===== src/rtl/extram_pkg.sv =====
package extram_pkg;

   localparam int NUM_BANKS      = 4;
   localparam int BANK_BITS      = $clog2(NUM_BANKS);
   localparam int WB_ADDR_WIDTH  = 16;
   localparam int PAGE_SIZE      = 10;                    // Byte address bits inside one bank
   localparam int RAM_ADDR_WIDTH = PAGE_SIZE - 1;         // Word index plus half select
   localparam int WORD_BITS      = PAGE_SIZE - 2;
   localparam int BANK_LSB       = 10;
   localparam int ERR_LSB        = BANK_LSB + BANK_BITS;  // Nonzero bits from here up are unpopulated

   typedef logic [31:0] word_t;
   typedef logic [15:0] half_t;

   typedef enum logic {
      OP_READ,
      OP_WRITE
   } wb_op_e;

   typedef enum logic [3:0] {
      IDLE    = 4'd0,
      READ_1  = 4'd1,
      READ_2  = 4'd2,
      READ_3  = 4'd3,
      READ_4  = 4'd4,
      WRITE_1 = 4'd6,
      WRITE_2 = 4'd7,
      WRITE_3 = 4'd8,
      WRITE_4 = 4'd9
   } ram_state_e;

   typedef struct packed {
      wb_op_e                op;
      logic [WORD_BITS-1:0]  word;
      word_t                 wdata;
   } bank_req_t;

   typedef struct packed {
      logic   ack;
      word_t  rdata;
   } bank_rsp_t;

   typedef struct packed {
      logic [RAM_ADDR_WIDTH-1:0]  addr;   // Bit 0 picks the half
      logic                       ce1n;
      logic                       wen;
      logic                       oen;
   } ram_ctrl_t;

endpackage


===== src/rtl/extram_resp_merge.sv =====
module extram_resp_merge (
   input  logic                    wb_clk,
   input  logic                    wb_rst,
   input  extram_pkg::bank_rsp_t   rsp_i [extram_pkg::NUM_BANKS],
   input  logic                    range_err_i,
   output logic                    ack_o,
   output logic                    err_o,
   output extram_pkg::word_t       dat_o
);

   logic               ack_any;
   extram_pkg::word_t  rdata_sel;

   // Only one bank is ever busy
   always_comb
   begin
      ack_any   = 1'b0;
      rdata_sel = '0;
      for (int i = 0; i < extram_pkg::NUM_BANKS; i++)
      begin
         if (rsp_i[i].ack)
         begin
            ack_any   = 1'b1;
            rdata_sel = rsp_i[i].rdata;
         end
      end
   end

   always_ff @(posedge wb_clk)
   begin
      if (wb_rst)
      begin
         ack_o <= 1'b0;
         err_o <= 1'b0;
      end
      else
      begin
         ack_o <= ack_any;
         err_o <= range_err_i;
      end
   end

   always_ff @(posedge wb_clk)
   begin
      if (ack_any)
         dat_o <= rdata_sel;   // Held until the next ack
   end

endmodule


===== config.mk =====
export PLATFORM = sky130hd
export DESIGN_NAME = extram_resp_merge
export DESIGN_NICKNAME = d
export VERILOG_FILES = /design/src/rtl/extram_pkg.sv /design/src/rtl/extram_resp_merge.sv
export SDC_FILE = /design/constraint.sdc
export NUM_CORES = 1
export LEC_CHECK = 0
export BUFFER_PORTS_ARGS = -buffer_cell sky130_fd_sc_hd__buf_2
export CORE_MARGIN = 4
export CORE_UTILIZATION = 37
export CTS_BUF_LIST = sky130_fd_sc_hd__clkbuf_8
export DETAILED_ROUTE_END_ITERATION = 6
export PLACE_DENSITY = 0.75
export SLEW_MARGIN = 40
export SYNTH_ARGS = -nofsm -noshare
export SYNTH_HDL_FRONTEND = slang
export SYNTH_SLANG_ARGS = --single-unit
export TNS_END_PERCENT = 100

===== constraint.sdc =====
create_clock -name wb_clk -period 1.7 [get_ports wb_clk]
set_input_delay 0.17 -clock wb_clk [delete_from_list [all_inputs] [get_ports wb_clk]]
set_output_delay 0.17 -clock wb_clk [all_outputs]
set_load 0.01 [all_outputs]

==> results.md <==
- Run status: complete, no violations
- Tcrit/Tclk final: 70.5%
- Drt total wl: 6.46 mm
- # rows: 27
- Total I/O pin count: 169
- DRC violations left: 0
- Worst EP required: 1.73 ns
- IR drop worst, VDD: 0.314 mV
- GRT Total Usage: 17.8%
- CTS clk-pin slew, worst paths: 0.07 ns
- Synth area leader: edfxtp_1
- Drt wl/cell: 16.3 um
- Logic pwr share: 27.5%
- Slew Limit Fails: 0
- Final Non-Filler Cells: 397
- Antenna violations before repair: 0
- Setup repair bufs after CTS: 0
- Placed insts: 389
- Clock share of power: 25.1%
- Register area share after synthesis: 47.3%
- DRT antenna net count: 0
- Net Switching: 0.611 mW
- Iter 0 DRT Violations: 54
- Critical path cell sequence: buf_2 -> nand2b_2 -> o22ai_1 -> a21oi_2
- ANT cells: 0
- Routability Congestion: 0.795
- Crit Path Category: input pin to flop
- Fin worst setup slack: 0.502 ns
- Die width: 83.6 um
- Yosys synthesis warning count: 0
- Critical path's slowest cell: nand2b_2
- Cell internal pwr: 1.60 mW
- H-tree depth: 2
- Post-place setup slack: 0.204 ns
- Vias per inst: 5.09
- Root Driver: clkbuf_8
- P&R area growth vs syn: 43.6%
- RSZ-0062 raised after global routing: no
- Final Hold Vio Count: 0
- Die height: 83.6 um
- Post-Syn Nets: 291
- Synth cell types: 22
- LEAKAGE: 1.31 nW
- Relative slew slack: 55.6%
- Worst Setup Start Kind: input pin
- Share of cells above drive strength 1: 76.3%
- Mapped Cells: 156
- First-pass GRT wire length: 10.1 mm
- TritonRoute pass-1 iters: 4
- Worst Hold Depth: 2
- Ys flop type: edfxtp_1
- Ys async rst share: 0%
- Pwr/cell area: 728 nW/um^2
- Hold WS: 0.0640 ns
- Cell Area, Synth: 2110 sq um
- Starting density of the core: 38.2%
- Core area: 5540 sq um
- Reg power frac: 47.4%
- IO buf count: 168
- Hold endpoint: ack_o$_SDFF_PP0_
- Synth top area share: 45.4%
- CP Data Arrival Time: 1.22 ns
- CTS tree: done
- Slew @ Worst Pin: 0.665 ns
- Vias in the first global route: 2089
- Pin count of the biggest net entering global routing: 32
- Nets: 459
- Setup violators final: 0
- Clk sinks: 34
- Net Sw Frac: 27.7%
- Peak Freq: 835 MHz
- Critical hold path startpoint: wb_rst
- Hold Crit Class: input pin to flop
- Max Cap Violations: 0
- Post-layout util: 54.8%
- Die area: 6990 sq um
- Post-synth EDFFs: 32
- Gr ovfl total: 0
- Cts repair resizes: 0
- Crit. End Element: flop
- Syn avg cell area: 13.6 sq um
- Setup TNS: 0 ns
- TritonCTS Buffers: 5
- Vias: 2019
- Tmin final: 1.20 ns
- Largest stage delay, worst path: 0.51 ns
- CP max FO: 31
- CTS max path bufs: 2
- Dpl hpwl: 5.20 mm
- CTS Hold Buffers Added: 0
- Synth area leaders: edfxtp_1, a22oi_2, a21oi_2, o22ai_1, buf_12
- Yosys reg bits: 34
logic make-up after synthesis:
family          synth area share [%]
simple gates                    2.37
buf+inv                         9.05
flops                           47.3
compound gates                  41.2
routing by layer:
metal	wire length, um	vias to the layer above	track usage [%]
met4	99	0	5.56
met2	3440	96	34.1
li1	-	980	-
met5	0	-	0
met1	2410	937	18.9
met3	502	6	4.54
through the flow:
step	area, sq um	power [mW]
global placement	2950	1.66
CTS	3040	2.25
finish	3040	2.21
detailed placement	2950	1.68
global route	3040	2.34
floorplan	2110	1.39
critical path, delay by kind of cell:
family,cells,cell delay [ns]
buffers and inverters,1,0.14
AND/OR/NAND/NOR,1,0.51
AO/OA/AOI/OAI,2,0.40
power by group through the flow:
stage / sequential (mW) / clock, mW / combinational (mW)
2_1_floorplan: 1.12 / 0 / 0.276
3_3_place_gp: 1.06 / 0 / 0.601
3_5_place_dp: 1.07 / 0 / 0.612
4_1_cts: 1.05 / 0.589 / 0.613
5_1_grt: 1.06 / 0.629 / 0.656
6_report: 1.05 / 0.555 / 0.607
registers in the layout (all words and copies together), names as in the netlist:
register  count
dat_o        32
ack_o         1
err_o         1
Yosys cell counts, drive strengths merged, types with 2 or more instances:
cell / count
a21oi: 32
a22oi: 32
buf: 13
clkbuf: 4
dfxtp: 2
edfxtp: 32
inv: 2
nor2: 2
nor2b: 2
o22ai: 31
layout by cell type, fill, tap and decap left out, types with 2 or more instances in the layout:
cell type  synthesis  routed
buf_4              5       9
a21oi_1            2       2
clkbuf_8           3       5
edfxtp_1          32      32
a22oi_2           30      30
inv_1              2       3
buf_2              3     168
dfxtp_1            2       2
a21oi_2           30      30
a22oi_1            2       2
o22ai_1           31      31
worst max path at each step:
stage                                    end  cells past startpoint      start
after detailed placement  dat_o[8]$_DFFE_PP_                      4  rsp_i[32]
final                     dat_o[8]$_DFFE_PP_                      4  rsp_i[32]
after global placement    dat_o[8]$_DFFE_PP_                      4  rsp_i[32]
after global routing      dat_o[8]$_DFFE_PP_                      4  rsp_i[32]
after CTS                 dat_o[8]$_DFFE_PP_                      4  rsp_i[32]
after floorplan           dat_o[0]$_DFFE_PP_                      3  rsp_i[65]
final cells by class:
cell class | count | area (sq um)
fillers | 528 | 2500
repair buffers | 178 | 928
well taps | 72 | 90.1
flip-flops and latches | 34 | 1000
inverters | 2 | 7.51
multi-input cells | 103 | 927
clock inverters | 3 | 12.5
clock buffers | 5 | 68.8
(Power assumes the default switching activity.)
