$ cat src/rtl/extram_pkg.sv
package extram_pkg;

   localparam int NUM_BANKS      = 4;
   localparam int BANK_BITS      = $clog2(NUM_BANKS);
   localparam int WB_ADDR_WIDTH  = 16;
   localparam int PAGE_SIZE      = 10;                    // Byte address bits inside one bank
   localparam int RAM_ADDR_WIDTH = PAGE_SIZE - 1;         // Word index plus half select
   localparam int WORD_BITS      = PAGE_SIZE - 2;
   localparam int BANK_LSB       = 10;
   localparam int ERR_LSB        = BANK_LSB + BANK_BITS;  // Nonzero bits from here up are unpopulated

   typedef logic [31:0] word_t;
   typedef logic [15:0] half_t;

   typedef enum logic {
      OP_READ,
      OP_WRITE
   } wb_op_e;

   typedef enum logic [3:0] {
      IDLE    = 4'd0,
      READ_1  = 4'd1,
      READ_2  = 4'd2,
      READ_3  = 4'd3,
      READ_4  = 4'd4,
      WRITE_1 = 4'd6,
      WRITE_2 = 4'd7,
      WRITE_3 = 4'd8,
      WRITE_4 = 4'd9
   } ram_state_e;

   typedef struct packed {
      wb_op_e                op;
      logic [WORD_BITS-1:0]  word;
      word_t                 wdata;
   } bank_req_t;

   typedef struct packed {
      logic   ack;
      word_t  rdata;
   } bank_rsp_t;

   typedef struct packed {
      logic [RAM_ADDR_WIDTH-1:0]  addr;   // Bit 0 picks the half
      logic                       ce1n;
      logic                       wen;
      logic                       oen;
   } ram_ctrl_t;

endpackage

$ cat src/rtl/extram_bank_decode.sv
module extram_bank_decode (
   input  logic                                    wb_clk,
   input  logic                                    wb_rst,
   input  logic                                    cyc_i,
   input  logic                                    stb_i,
   input  logic                                    we_i,
   input  logic [extram_pkg::WB_ADDR_WIDTH-1:0]    adr_i,
   input  extram_pkg::word_t                       dat_i,
   input  logic                                    done_i,
   output extram_pkg::bank_req_t                   req_o,
   output logic [extram_pkg::NUM_BANKS-1:0]        bank_stb_o,
   output logic                                    range_err_o
);

   logic                              busy;
   logic                              accept;
   logic                              out_of_range;
   logic [extram_pkg::BANK_BITS-1:0]  bank_sel;

   assign accept       = cyc_i & stb_i & ~busy;   // Master holds stb until ack or err
   assign bank_sel     = adr_i[extram_pkg::BANK_LSB +: extram_pkg::BANK_BITS];
   assign out_of_range = |adr_i[extram_pkg::WB_ADDR_WIDTH-1:extram_pkg::ERR_LSB];

   always_ff @(posedge wb_clk)
   begin
      if (wb_rst)
      begin
         busy        <= 1'b0;
         bank_stb_o  <= '0;
         range_err_o <= 1'b0;
      end
      else
      begin
         bank_stb_o  <= '0;   // Single cycle pulses
         range_err_o <= 1'b0;
         if (done_i)
            busy <= 1'b0;
         else if (accept)
            busy <= 1'b1;
         if (accept)
         begin
            if (out_of_range)
               range_err_o <= 1'b1;
            else
               bank_stb_o[bank_sel] <= 1'b1;
         end
      end
   end

   always_ff @(posedge wb_clk)
   begin
      if (accept)
      begin
         req_o.op    <= we_i ? extram_pkg::OP_WRITE : extram_pkg::OP_READ;
         req_o.word  <= adr_i[extram_pkg::PAGE_SIZE-1:2];
         req_o.wdata <= dat_i;
      end
   end

endmodule

$ cat config.mk
export PLATFORM = sky130hd
export DESIGN_NAME = extram_bank_decode
export DESIGN_NICKNAME = d
export VERILOG_FILES = /design/src/rtl/extram_pkg.sv /design/src/rtl/extram_bank_decode.sv
export SDC_FILE = /design/constraint.sdc
export NUM_CORES = 1
export LEC_CHECK = 0
export ABC_AREA = 1
export BUFFER_PORTS_ARGS = -buffer_cell sky130_fd_sc_hd__clkbuf_2
export CAP_MARGIN = 20
export CORE_MARGIN = 3
export CORE_UTILIZATION = 36
export CTS_CLUSTER_SIZE = 14
export DETAILED_ROUTE_END_ITERATION = 10
export GPL_TIMING_DRIVEN = 0
export HOLD_SLACK_MARGIN = 0.05
export PLACE_DENSITY = 0.82
export SYNTH_ARGS = -nofsm -noshare
export SYNTH_HDL_FRONTEND = slang
export SYNTH_SLANG_ARGS = --single-unit
$ cat constraint.sdc
create_clock -name wb_clk -period 2.5 [get_ports wb_clk]
set_input_delay 0.25 -clock wb_clk [delete_from_list [all_inputs] [get_ports wb_clk]]
set_output_delay 0.25 -clock wb_clk [all_outputs]
set_load 0.01 [all_outputs]
==> impl_metrics.tcl, run 1 <==
set metrics [dict create \
    instances_no_fill 223 \
    grt_pass1_vias 976 \
    num_rows 22 \
    dr_total_vias 937 \
    drive_gt1_share_pct 62.29 \
    holdBufCountCts 0 \
    synth_edf_count 41 \
    clockBufferDepth 2 \
    setup_viol 0 \
    ys_seq_area_share_pct 93.02 \
    synth_top_cell_by_area "edfxtp_1" \
    crit_type "reg2reg" \
    leakage_nw 0.9663 \
    cp.required_ns 2.50 \
    firstDrtPassIters 3 \
    r2r_slack_ns 1.06 \
    fillers 300 \
    cp.arrival_ns 1.44 \
    detailed_place_hpwl_mm 2.332 \
    syn_inst 69 \
    tritoncts "built" \
    syn-cell-area_um2 1453 \
    wl_per_cell_um 12.74 \
    grt_overflow_total 0 \
    grt_pass1_wl_mm 4.533 \
    first_iter_violations 36 \
    finalCritPeriodShare_pct 57.73 \
    post_cts_buffers 0 \
    coreArea_um2 3771 \
    initial_utilization_pct 38.52 \
    syn-num-nets 123 \
    netlist_top_cells_count "edfxtp_1, nor2_1, dfxtp_1" \
    ys_seq_elements 47 \
    dp.cells 215 \
    nets 228 \
    clk_pin_slew_ns 0.08 \
    groute.usage.overall_pct 12.47 \
    cts_sinks 47 \
    post-synth-top-count-cell "edfxtp_1" \
    wl_mm 2.842 \
    diodes 0 \
    cts_buffers 5 \
    ant_nets 0 \
    drc 0 \
    synth_top_area_share_pct 84.75 \
    gp_congestion 0.7023 \
    fin_skew_ns 0.005416 \
    max_freq_mhz 692.9 \
    drt-vias-per-instance 4.202 \
    dieHeight_um 69.52 \
    peakVddDrop_uv 426.3 \
    drv_cap 0 \
    cts_max_level 2 \
    period_minus_slack_ns 1.443 \
    status "finished, final reports clean" \
    grt_max_degree 23 \
    power.density_nw_per_um2 707.1 \
    clk_latency_ns 0.29 \
    yosys_warnings 0 \
    slew_headroom_pct 57.78 \
    slew_viol_final 0 \
    grt_setup_unrepaired "false" \
    async_flop_share_pct 0 \
    cts_resized 0 \
    boundaryPins 100 \
    worst_setup_path_start_kind "flop" \
    antenna_found_initial 0 \
    avgSynthCellArea_um2 21.05 \
    tns_ns 0 \
    die_area_um2 4833 \
    io_buffer_count 97 \
    critPathMaxFanout 22 \
    power.total_w 0.001517 \
    die_x_um 69.52 \
    crit_path_end_kind "flop" \
    areaGrowthSynthToFinish_pct 47.72 \
    hold_viol_final 0 \
    ys.flop_type "edfxtp_1" \
    cts_root_buf "clkbuf_8" \
    synth_area_leaders "edfxtp_1, dfxtp_1, nor2_1" \
    hp-class "in2reg" \
    tightest_slew_ns 0.6318 \
    ys_types 9 \
]
-- worst paths after layout --
kind,from,end,cells after the start
worst max-delay path,busy$_SDFFE_PP0P_,req_o[28]$_DFFE_PP_,2
worst min-delay path,dat_i[22],req_o[22]$_DFFE_PP_,1
worst max register to register,busy$_SDFFE_PP0P_,req_o[28]$_DFFE_PP_,2
worst min register to register,busy$_SDFFE_PP0P_,busy$_SDFFE_PP0P_,2
-- sequential cells by signal, indices dropped and copies added, names as in the netlist --
name and count:
busy 1, range_err_o 1, bank_stb_o 4, req_o 41
-- where the power goes --
| part | switching (W) | leakage (nW) | internal [W] |
|---|---|---|---|
| logic | 0.0000555 | 0.475 | 0.0000535 |
| registers | 0.00000802 | 0.432 | 0.000888 |
| clock network | 0.000229 | 0.0594 | 0.000283 |
| total | 0.000293 | 0.966 | 0.00122 |
-- area by class of cell --
type | count | area [µm²] | area share [%]
Sequential cell | 47 | 1351 | 62.97
Timing Repair Buffer | 98 | 513.0 | 23.91
Clock buffer | 7 | 107.6 | 5.015
Multi-Input combinational cell | 18 | 93.84 | 4.373
Tap cell | 48 | 60.06 | 2.799
Inverter | 4 | 15.01 | 0.6997
Clock inverter | 1 | 5.005 | 0.2332
-- metrics by stage --
step / hold WS, ns / instance area (µm²) / setup slack, ns / util, %
detailed placement: 0.4286 / 2033 / 0.9656 / 53.92
finish: 0.1292 / 2146 / 1.057 / 56.90
global placement: 0.4265 / 2001 / 0.2170 / 53.05
CTS: 0.1176 / 2146 / 1.044 / 56.90
global route: 0.1050 / 2146 / 0.9704 / 56.90
floorplan: 0.3489 / 1455 / 0.6360 / -
-- layer usage --
layer	global-route usage (%)	wire length [µm]	vias to the layer above	share of wire, %
met5	0	0	-	0
met4	4.555	16	0	0.56
met3	8.406	459	2	16
met2	19.92	1415	66	50
met1	13.00	950	411	33
li1	-	-	458	-
-- layout by cell type (no fill, tap or decap), drive strengths merged --
cell	count
and2	1
buf	1
clkbuf	104
clkinv	1
dfxtp	6
edfxtp	41
inv	4
nand2	6
nor2	9
nor3	1
o21ai	1
-- cells by family after synthesis --
family / after synthesis / synth area share, %
and+or+nand+nor: 17 / 5.599
DFF: 47 / 93.02
buffers and inverters: 4 / 1.033
AOI/OAI and AO/OA: 1 / 0.3442
-- critical path: stages, from the launching register on --
cell and delay (ns):
dfxtp_1 0.37, nor2_4 0.53, buf_16 0.24
Note: power is estimated with default switching activity, not from simulation.
==> run 2, diff against run 1 <==
CORE_UTILIZATION = 40   (was 36)
PLACE_DENSITY = 0.86   (was 0.82)
clock period = 1.4 ns   (was 2.5 ns; I/O delays follow)
==> run 2 against run 1 <==
Fmax increased by 7.2%. Cell count up 20%. Sequential share of layout area decreased by 10 points. Clock skew grew 0.016 ns. Via count rose by 25%. Largest power group unchanged. First-iteration DRC count is 8.3% higher. Combinational power grew to 2.7 times the previous value. Hold slack improved by 0.018 ns. Clock power increased by 60%.
==> impl_metrics.tcl, run 2 (synthesis gave the netlist of run 1 again) <==
set metrics [dict create \
    post_cts_buffers 0 \
    clk_latency_ns 0.36 \
    groute.usage.overall_pct 20.09 \
    cp.required_ns 1.42 \
    hold_viol_final 0 \
    num_rows 21 \
    grt_pass1_vias 1281 \
    slew_viol_final 0 \
    period_minus_slack_ns 1.346 \
    cp_num_buf_inv 0 \
    dieHeight_um 66.26 \
    dr_total_vias 1169 \
    leakage_nw 1.130 \
    cts_sinks 47 \
    wl_mm 3.999 \
    reg_top3 "req_o x41, bank_stb_o x4" \
    worst_setup_path_start_kind "flop" \
    cpLargestDelayFamily "simple AND/OR/NAND/NOR gates" \
    nets 274 \
    areaGrowthSynthToFinish_pct 76.14 \
    firstDrtPassIters 4 \
    layout_common_cells "clkbuf_2, dlygate4sd3_1, edfxtp_1" \
    path_cells "nor2_4" \
    hp-class "in2reg" \
    tightest_slew_ns 0.5932 \
    clockBufferDepth 2 \
    io_buffer_count 97 \
    ant_nets 0 \
    cts_root_buf "clkbuf_4" \
    power.density_nw_per_um2 1065 \
    antenna_found_initial 0 \
    regMostFlops "req_o" \
    grt_pass1_wl_mm 6.154 \
    drv_cap 0 \
    peakVddDrop_uv 797.7 \
    drive_gt1_share_pct 49.32 \
    cp.arrival_ns 1.36 \
    critPathMaxFanout 21 \
    diodes 0 \
    cts_buffers 5 \
    crit_path_end_kind "flop" \
    slowest_stage "nor2_4" \
    grt_overflow_total 0 \
    initial_utilization_pct 42.53 \
    wl_per_cell_um 14.98 \
    boundaryPins 100 \
    slew_headroom_pct 60.36 \
    coreArea_um2 3416 \
    cts_max_level 2 \
    max_freq_mhz 742.9 \
    max_stage_delay_ns 0.54 \
    die_area_um2 4390 \
    final_core_util_pct 74.91 \
    clk_pin_slew_ns 0.14 \
    largest_reg_flops 41 \
    die_x_um 66.26 \
    drt-vias-per-instance 4.378 \
    gp_congestion 0.7054 \
    finalCritPeriodShare_pct 96.15 \
    setup_viol 0 \
    first_iter_violations 39 \
    grt_setup_unrepaired "false" \
    drc 0 \
    status "finished, final reports clean" \
    tritoncts "built" \
    fillers 225 \
    final_common_cell "clkbuf_2" \
    fin_skew_ns 0.02161 \
    crit_type "reg2reg" \
    detailed_place_hpwl_mm 2.243 \
    grt_max_degree 22 \
    power.total_w 0.002724 \
]
run 2: tightest hold or removal path, stage by stage:
cell	delay, ns
clkbuf_2	0.08
nor2_1	0.06
and2_1	0.15
nor2_1	0.06
run 2: stage by stage:
step	TNS [ns]	instances	instance area, µm²	setup WS [ns]	hold WS (ns)
final	0	267	2559	0.05391	0.1471
after global routing	0	267	2559	0.006163	0.1683
after CTS	0	267	2559	0.06896	0.1444
after detailed placement	-10.40	212	2003	-0.2520	0.3186
after global placement	-8.935	212	2003	-0.2176	0.3165
after floorplan	0	69	1460	0.01393	0.2389
run 2: final timing paths:
check	from	end	slack (ns)	cells past startpoint
setup reg to reg	busy$_SDFFE_PP0P_	req_o[15]$_DFFE_PP_	0.05	1
setup / recovery	busy$_SDFFE_PP0P_	req_o[15]$_DFFE_PP_	0.05	1
hold / removal	adr_i[14]	range_err_o$_SDFF_PP0_	0.15	4
hold reg to reg	busy$_SDFFE_PP0P_	busy$_SDFFE_PP0P_	0.74	2
run 2: routing by layer:
layer | part of all wire [%] | up-vias | track usage (%) | wire, µm
met2 | 56 | 70 | 37.55 | 2242
met1 | 32 | 528 | 18.71 | 1271
met4 | 3.1 | 0 | 9.391 | 123
met5 | 0 | - | 0 | 0
li1 | - | 554 | - | -
met3 | 9.0 | 17 | 7.823 | 361
run 2: what timing repair did:
item | 4_1_cts | 5_1_grt
cloned | 1 | 0
pin swaps | 1 | 1
endpoints found under the hold margin | 47 | 0
gates resized for setup | 1 | 0
setup endpoints to repair | 42 | 31
hold buffers | 46 | 0
run 2: power breakdown:
part	total [W]	internal (W)	switching (W)	leakage (nW)
Sequential	0.00161	0.00159	0.0000189	0.432
Combinational	0.000299	0.000172	0.000127	0.656
Clock	0.000820	0.000382	0.000438	0.0418
Total	0.00272	0.00214	0.000584	1.13
run 2: layout make-up:
| class | instances | area, µm² | share of cell area, % |
|---|---|---|---|
| tap | 46 | 57.56 | 2.249 |
| clock buffer | 5 | 37.54 | 1.467 |
| multi-input combinational | 19 | 105.1 | 4.108 |
| timing repair buffer | 143 | 945.9 | 36.97 |
| inverter | 4 | 15.01 | 0.5868 |
| clock inverter | 3 | 46.29 | 1.809 |
| sequential | 47 | 1351 | 52.81 |
==> run 3, diff against run 2 <==
CORE_UTILIZATION = 36   (was 40)
PLACE_DENSITY = 0.82   (was 0.86)
clock period = 1.2 ns   (was 1.4 ns; I/O delays follow)
==> run 3 against run 2 <==
Flip-flop and latch count unchanged. Count of clock-buffer cells in the layout up 1. Sequential power increased by 16%. Wire length decreased by 4.9%. First-iteration DRC count grew 64%. Die area grew 10%. Hold slack lost 0.088 ns. Clock power is 9.4% higher. Clock skew is 0.012 ns lower. Largest cell class unchanged. Largest power group unchanged. Highest routed layer unchanged.
==> impl_metrics.tcl, run 3 (synthesis gave the netlist of run 1 again) <==
set metrics [dict create \
    status "finished, final reports clean" \
    path_cells "nor2_4" \
    nets 272 \
    slowest_stage "dfxtp_4" \
    comb_power_share_pct 11.0 \
    num_rows 22 \
    clk_pin_slew_ns 0.09 \
    groute.usage.overall_pct 16.82 \
    reg_top3 "req_o x41, bank_stb_o x4" \
    boundaryPins 100 \
    coreArea_um2 3771 \
    cp.arrival_ns 1.03 \
    fin_skew_ns 0.009387 \
    wl_mm 3.802 \
    firstDrtPassIters 4 \
    tightest_slew_ns 0.5361 \
    grt_pass1_wl_mm 6.106 \
    max_freq_mhz 928.0 \
    cts_sinks 47 \
    hold_viol_final 0 \
    period_minus_slack_ns 1.078 \
    io_buffer_count 97 \
    wl_per_cell_um 14.24 \
    drive_gt1_share_pct 50.68 \
    p_sw_w 0.0006591 \
    dp.cells 214 \
    drt-vias-per-instance 4.285 \
    cp_num_buf_inv 0 \
    grt_max_degree 22 \
    dr_total_vias 1144 \
    tritoncts "built" \
    grt_setup_unrepaired "false" \
    drc 0 \
    setup_viol 0 \
    antenna_found_initial 0 \
    whs_ns 0.05863 \
    ant_nets 0 \
    finalCritPeriodShare_pct 89.80 \
    cts_max_level 2 \
    hp-class "in2reg" \
    first_iter_violations 64 \
    switching_share_pct 21.19 \
    worst_setup_path_start_kind "flop" \
    grt_overflow_total 0 \
    die_x_um 69.52 \
    power.density_nw_per_um2 1220 \
    cts_root_buf "clkbuf_8" \
    cpLargestDelayFamily "flip-flops" \
    clockBufferDepth 2 \
    critPathMaxFanout 11 \
    final.setup.worst_slack_ns 0.1224 \
    gp_congestion 0.6985 \
    crit_path_end_kind "flop" \
    die_area_um2 4833 \
    clk_latency_ns 0.29 \
    areaGrowthSynthToFinish_pct 75.45 \
    cts_buffers 5 \
    crit_type "reg2reg" \
    clkPwrFrac_pct 28.8 \
    slew_viol_final 0 \
    grt_pass1_vias 1273 \
    max_stage_delay_ns 0.41 \
    leakage_nw 1.122 \
    regMostFlops "req_o" \
    detailed_place_hpwl_mm 2.266 \
    initial_utilization_pct 38.52 \
    final_common_cell "clkbuf_2" \
    instances_no_fill 267 \
    layout_common_cells "clkbuf_2, dlygate4sd3_1, edfxtp_1" \
    cp.required_ns 1.16 \
    drv_cap 0 \
    intPower_w 0.002451 \
    slew_headroom_pct 64.17 \
    diodes 0 \
    peakVddDrop_uv 763.2 \
    seq_power_share_pct 60.2 \
    dp_slack_ns -0.4358 \
    largest_reg_flops 41 \
    dieHeight_um 69.52 \
]
[run 3: worst paths after layout]
kind                                        start                  end  slack (ns)  cells after the start
worst min-delay path                       done_i    busy$_SDFFE_PP0P_        0.06                      4
worst min register to register  busy$_SDFFE_PP0P_    busy$_SDFFE_PP0P_        0.61                      2
worst max register to register  busy$_SDFFE_PP0P_  req_o[17]$_DFFE_PP_        0.12                      1
worst max-delay path            busy$_SDFFE_PP0P_  req_o[17]$_DFFE_PP_        0.12                      1
[run 3: area by class of cell]
class	count	area, µm²
flip-flops and latches	47	1355
well taps	48	60.06
inverters	4	15.01
repair buffers	139	905.9
fillers	256	1222
clock inverters	2	12.51
clock buffers	6	72.57
multi-input cells	21	127.6
[run 3: through the flow]
step / area, µm² / total power (W) / TNS (ns) / utilization (%)
floorplan: 1461 / 0.001977 / -6.665 / -
global placement: 2007 / 0.002118 / -16.06 / 53.22
detailed placement: 2007 / 0.002128 / -18.18 / 53.22
CTS: 2532 / 0.003126 / -1.361 / 67.15
global route: 2549 / 0.003223 / 0 / 67.58
finish: 2549 / 0.003110 / 0 / 67.58
[run 3: power by group through the flow]
| stage | clock [W] | combinational [W] | sequential [W] |
|---|---|---|---|
| after floorplan | 0 | 0.0000374 | 0.00194 |
| after CTS | 0.000920 | 0.000335 | 0.00187 |
| after global placement | 0 | 0.000213 | 0.00190 |
| after detailed placement | 0 | 0.000220 | 0.00191 |
| after global routing | 0.000969 | 0.000374 | 0.00188 |
| final | 0.000897 | 0.000342 | 0.00187 |
[run 3: layer usage]
metal / track usage, % / vias up / share of wire [%]
li1: - / 546 / -
met1: 17.44 / 514 / 36
met2: 31.36 / 77 / 53
met3: 5.507 / 7 / 9.8
met4: 5.857 / 0 / 1.3
met5: 0 / - / 0
[run 3: repair_timing]
action                                 4_1_cts  5_1_grt
setup buffers                                0        0
hold buffers                                42        0
cloned                                       2        1
resized for setup                            2        2
setup endpoints to repair                   42       31
pin swaps                                    2        0
endpoints found under the hold margin       42        0
